### src/verilog/icache_ctrl_pkg.sv
package icache_ctrl_pkg;

    // controller states of the lookup stage
    typedef enum logic [2:0] {
        ST_IDLE   = 3'd0,
        ST_LOOKUP = 3'd1,
        ST_MISS   = 3'd2,  // line or uncached request outstanding
        ST_REFILL = 3'd3,  // answer from the return buffer
        ST_CACOP  = 3'd4   // cache op done pulse
    } ctrl_state_e;

    // exception codes, same width as the core's ecode field
    typedef enum logic [5:0] {
        EXC_NONE = 6'h00,
        EXC_ADEF = 6'h08   // fetch address not word aligned
    } exc_e;

    // andi r0, r0, 0 in both slots
    localparam logic [63:0] INST_NOP_PAIR = {2{32'h0340_0000}};

endpackage

### src/verilog/icache_bus_pkg.sv
package icache_bus_pkg;
    import icache_ctrl_pkg::*;

    localparam int LINE_OFFSET_WIDTH = 6;  // 64-byte line

    typedef logic [511:0] line_t;
    typedef logic [63:0]  dword_t;   // two instructions per fetch

    // cache op codes; store-tag shares the index-invalidate encoding path
    typedef enum logic [1:0] {
        CACOP_INDEX_INV = 2'b01,
        CACOP_HIT_INV   = 2'b10
    } cacop_e;

    typedef struct packed {
        logic [31:0] addr;
        logic        uncache;
        logic        cacop_en;
        cacop_e      cacop_code;
    } fetch_req_t;

    typedef struct packed {
        logic [31:0] pc;
        dword_t      data;
        exc_e        exc;
    } fetch_resp_t;

    typedef struct packed {
        logic [31:0] addr;
        logic [7:0]  len;    // beats minus one
    } mem_req_t;

endpackage

### src/verilog/icache_req_stage.sv
module icache_req_stage
    import icache_bus_pkg::*;
    import icache_ctrl_pkg::*;
#(
    parameter int INDEX_WIDTH = 6
) (
    input  logic                   clk,
    input  logic                   rstn,
    input  logic                   i_accept,
    input  fetch_req_t             i_req,
    output fetch_req_t             o_buf_req,
    output exc_e                   o_buf_exc,
    output logic [INDEX_WIDTH-1:0] o_rd_index
);

    fetch_req_t req_q;
    exc_e       exc_q;
    logic       misaligned;

    // a cache op carries a set/way address, never checked for alignment
    assign misaligned = !i_req.cacop_en && (i_req.addr[1:0] != 2'b00);

    always_ff @(posedge clk) begin
        if (!rstn) begin
            req_q <= '0;
            exc_q <= EXC_NONE;
        end else if (i_accept) begin
            req_q <= i_req;
            exc_q <= misaligned ? EXC_ADEF : EXC_NONE;
        end
    end

    // new index while accepting, otherwise hold the buffered set
    // so the array keeps reading the line under lookup
    always_comb begin
        if (i_accept) begin
            o_rd_index = i_req.addr[LINE_OFFSET_WIDTH +: INDEX_WIDTH];
        end else begin
            o_rd_index = req_q.addr[LINE_OFFSET_WIDTH +: INDEX_WIDTH];
        end
    end

    assign o_buf_req = req_q;
    assign o_buf_exc = exc_q;

endmodule

### config.mk
export PLATFORM = sky130hd
export DESIGN_NAME = icache_req_stage
export DESIGN_NICKNAME = d
export VERILOG_FILES = /design/src/verilog/icache_ctrl_pkg.sv /design/src/verilog/icache_bus_pkg.sv /design/src/verilog/icache_req_stage.sv
export SDC_FILE = /design/constraint.sdc
export NUM_CORES = 1
export LEC_CHECK = 0
export ABC_AREA = 1
export BUFFER_PORTS_ARGS = -buffer_cell sky130_fd_sc_hd__buf_2
export CORE_MARGIN = 4
export CORE_UTILIZATION = 25
export CTS_CLUSTER_DIAMETER = 100
export DETAILED_ROUTE_END_ITERATION = 7
export GPL_TIMING_DRIVEN = 0
export SLEW_MARGIN = 20
export SYNTH_ARGS = -nofsm -noshare
export SYNTH_HDL_FRONTEND = slang
export SYNTH_SLANG_ARGS = --single-unit
### constraint.sdc
create_clock -name clk -period 1.2 [get_ports clk]
set_input_delay 0.06 -clock clk [delete_from_list [all_inputs] [get_ports clk]]
set_output_delay 0.06 -clock clk [all_outputs]
set_load 0.02 [all_outputs]
==> qor.yml <==
cts_root_buffer: "clkbuf_8"
drive_gt1_share_pct: 42.4
reg2reg_depth: 2
cts_sinks: 37
critPathMaxFanout: 2
synth_xor_area_share_pct: 0
min_period_ps: 965
start_util_pct: 26.0
cp-startpoint: "o_buf_req[13]$_SDFFE_PN0P_"
die_w_um: 84.0
insertion_delay_ps: 280
endpoint: "o_rd_index[3]"
drtPass1Iterations: 4
p_switching_uw: 774
fin_crit_sh_pct: 80.5
r2r-end: "o_buf_req[4]$_SDFFE_PN0P_"
syn_avg_cell_area_um2: 8.34
io_pins: 87
coreArea_um2: 5540
hold_depth: 3
die_h_um: 84.0
fmax_mhz: 1040
cp.arrival_ps: 910
area_growth_pct: 51.4
peakVddDrop_mv: 0.671
hold_slack_ps: 11.4
cts.clk_slew.worst_paths_ps: 70
die_area_um2: 7050
fin_nets: 316
grt_antenna_before_repair: 0
clockPowerShare_pct: 32.9
grt_usage_pct: 11.4
hold_path.class: "input pin to flop"
final.setup.tns_ps: 0
drc_errors: 0
cp_data_required_time_ps: 1140
syn_inst: 173
finalHoldViolCount: 0
outcome: "complete, no violations"
p_sw_share_pct: 27.3
grt_max_degree: 12
dp_hpwl_um: 2810
post_drt_wl_per_cell_um: 11.0
clock_path_buffers: 2
placed_cells: 328
design_area_um2: 2180
r2r_slack_ps: 570
yosys.area.top_type: "dfxtp_1"
synth-simple-area-share_pct: 23.3
cts_buffers: 5
place_area_um2: 1940
power_density_nw_per_um2: 1300
slew_viol_final: 0
synth_compound_area_share_pct: 14.7
crit_type: "flop to output port"
synth_cell_types: 22
grt_pass1_vias: 1390
synth_top_family_by_area: "simple AND/OR/NAND/NOR gates"
ys_top_cells_by_area: "dfxtp_1, nor2_1, o21ai_0"
grt_pass1_wl_um: 6600
io_buffers: 79
synthMuxAreaShare_pct: 0
seq_power_share_pct: 47.5
worst_setup_path_start_kind: "flop"
fin_skew_ps: 0
htreeDepth: 2
cts_tree: "built"
ant_nets: 0
synth-seq-cells: 37
rows: 27
combinationalPowerShare_pct: 19.6
synth_top_area_share_pct: 51.3
syn_area_um2: 1440
vias: 1427
wl_um: 3850
rsz0062_at_grt: "false"
critPathCaptureType: "output port"
yosys_warnings: 0
postCtsSetupBuffers: 0
synth_fa_ha_area_share_pct: 0
leakage_nw: 1.11
ys_seq_area_share_pct: 51.3
max_cap_viol_count: 0
n_antenna_cell: 0
drt_iter0_drc: 63
r2r-start: "o_buf_req[4]$_SDFFE_PN0P_"
p_int_mw: 2.06
grt-ovfl-total: 0
timing.final.setup_violations: 0
viasPerCell: 4.08
layout.cells.non_filler: 350
gp_congestion: 0.707
cell usage in the layout, fill, tap and decap left out, types with 2 or more instances in the layout:
cell | synthesis | layout
o21ai_0 | 28 | 28
dlygate4sd3_1 | 0 | 14
buf_4 | 5 | 5
conb_1 | 1 | 5
nor2_1 | 54 | 54
clkbuf_1 | 4 | 4
a21oi_2 | 6 | 6
inv_1 | 2 | 2
buf_2 | 1 | 80
nand2_2 | 8 | 8
a21oi_1 | 3 | 3
clkbuf_8 | 0 | 7
nand2_1 | 12 | 12
buf_6 | 3 | 3
dfxtp_1 | 37 | 37
power by group through the flow:
stage                     logic (mW)  clock network, mW  registers [mW]
after floorplan                0.225                  0            1.48
after global placement         0.523                  0            1.37
after detailed placement       0.526                  0            1.37
after CTS                      0.562              0.985            1.35
after global routing           0.613               1.03            1.36
final                          0.555              0.932            1.35
synth_stat cells (all sizes together):
cell type,instances
dfxtp,37
buf,11
conb,1
nor2,56
a21oi,9
nor3,1
o21ai,29
nand2,21
inv,4
clkbuf,4
worst min-delay path by stage:
| stage | startpoint | end | slack (ps) |
|---|---|---|---|
| after CTS | i_req[34] | o_buf_req[34]$_SDFFE_PN0P_ | 2 |
| final | i_req[9] | o_buf_req[9]$_SDFFE_PN0P_ | 10 |
| after global routing | i_req[19] | o_buf_req[19]$_SDFFE_PN0P_ | 8 |
| after floorplan | i_req[30] | o_buf_req[30]$_SDFFE_PN0P_ | 190 |
| after detailed placement | i_req[21] | o_buf_req[21]$_SDFFE_PN0P_ | 290 |
| after global placement | i_req[24] | o_buf_req[24]$_SDFFE_PN0P_ | 280 |
repair_timing:
item	4_1_cts	5_1_grt
endpoints found under the hold margin	14	0
hold buffers	14	0
endpoints found under the setup margin	0	0
gates resized for setup	0	0
cell type report:
cell class / count / area [um2]
plain buffers: 15 / 126
clock buffers: 7 / 96.3
clock inverters: 1 / 5.00
fillers: 597 / 3360
inverters: 4 / 22.5
multi-input cells: 121 / 568
flip-flops and latches: 37 / 741
well taps: 72 / 90.1
repair buffers: 93 / 536
registers in the layout, summed over array words and instances (netlist names):
name,flops
o_buf_exc,1
o_buf_req,36
metal layers:
layer	GRT usage (%)	share of wire [%]	vias up
met4	3.22	0.36	0
met2	18.9	47	57
met1	13.2	42	626
li1	-	-	742
met5	0	0	-
met3	5.13	10	2
critical path, cell delays in order (launching register included):
cell and delay (ps):
dfxtp_1 330, nand2_1 80, nand2_1 70, buf_2 150
cells by family after synthesis:
kind of cell	Yosys count
AO/OA/AOI/OAI	38
buffers and inverters	19
AND/OR/NAND/NOR	78
other	1
flip-flops	37
through the flow:
| stage | utilization (%) | total power [mW] | setup slack [ps] |
|---|---|---|---|
| after floorplan | - | 1.70 | 446 |
| after global placement | 35.1 | 1.90 | 427 |
| after detailed placement | 35.1 | 1.90 | 434 |
| after CTS | 39.4 | 2.89 | 214 |
| after global routing | 39.4 | 3.00 | 145 |
| final | 39.4 | 2.83 | 235 |
Note: power is estimated with default switching activity, not from simulation.
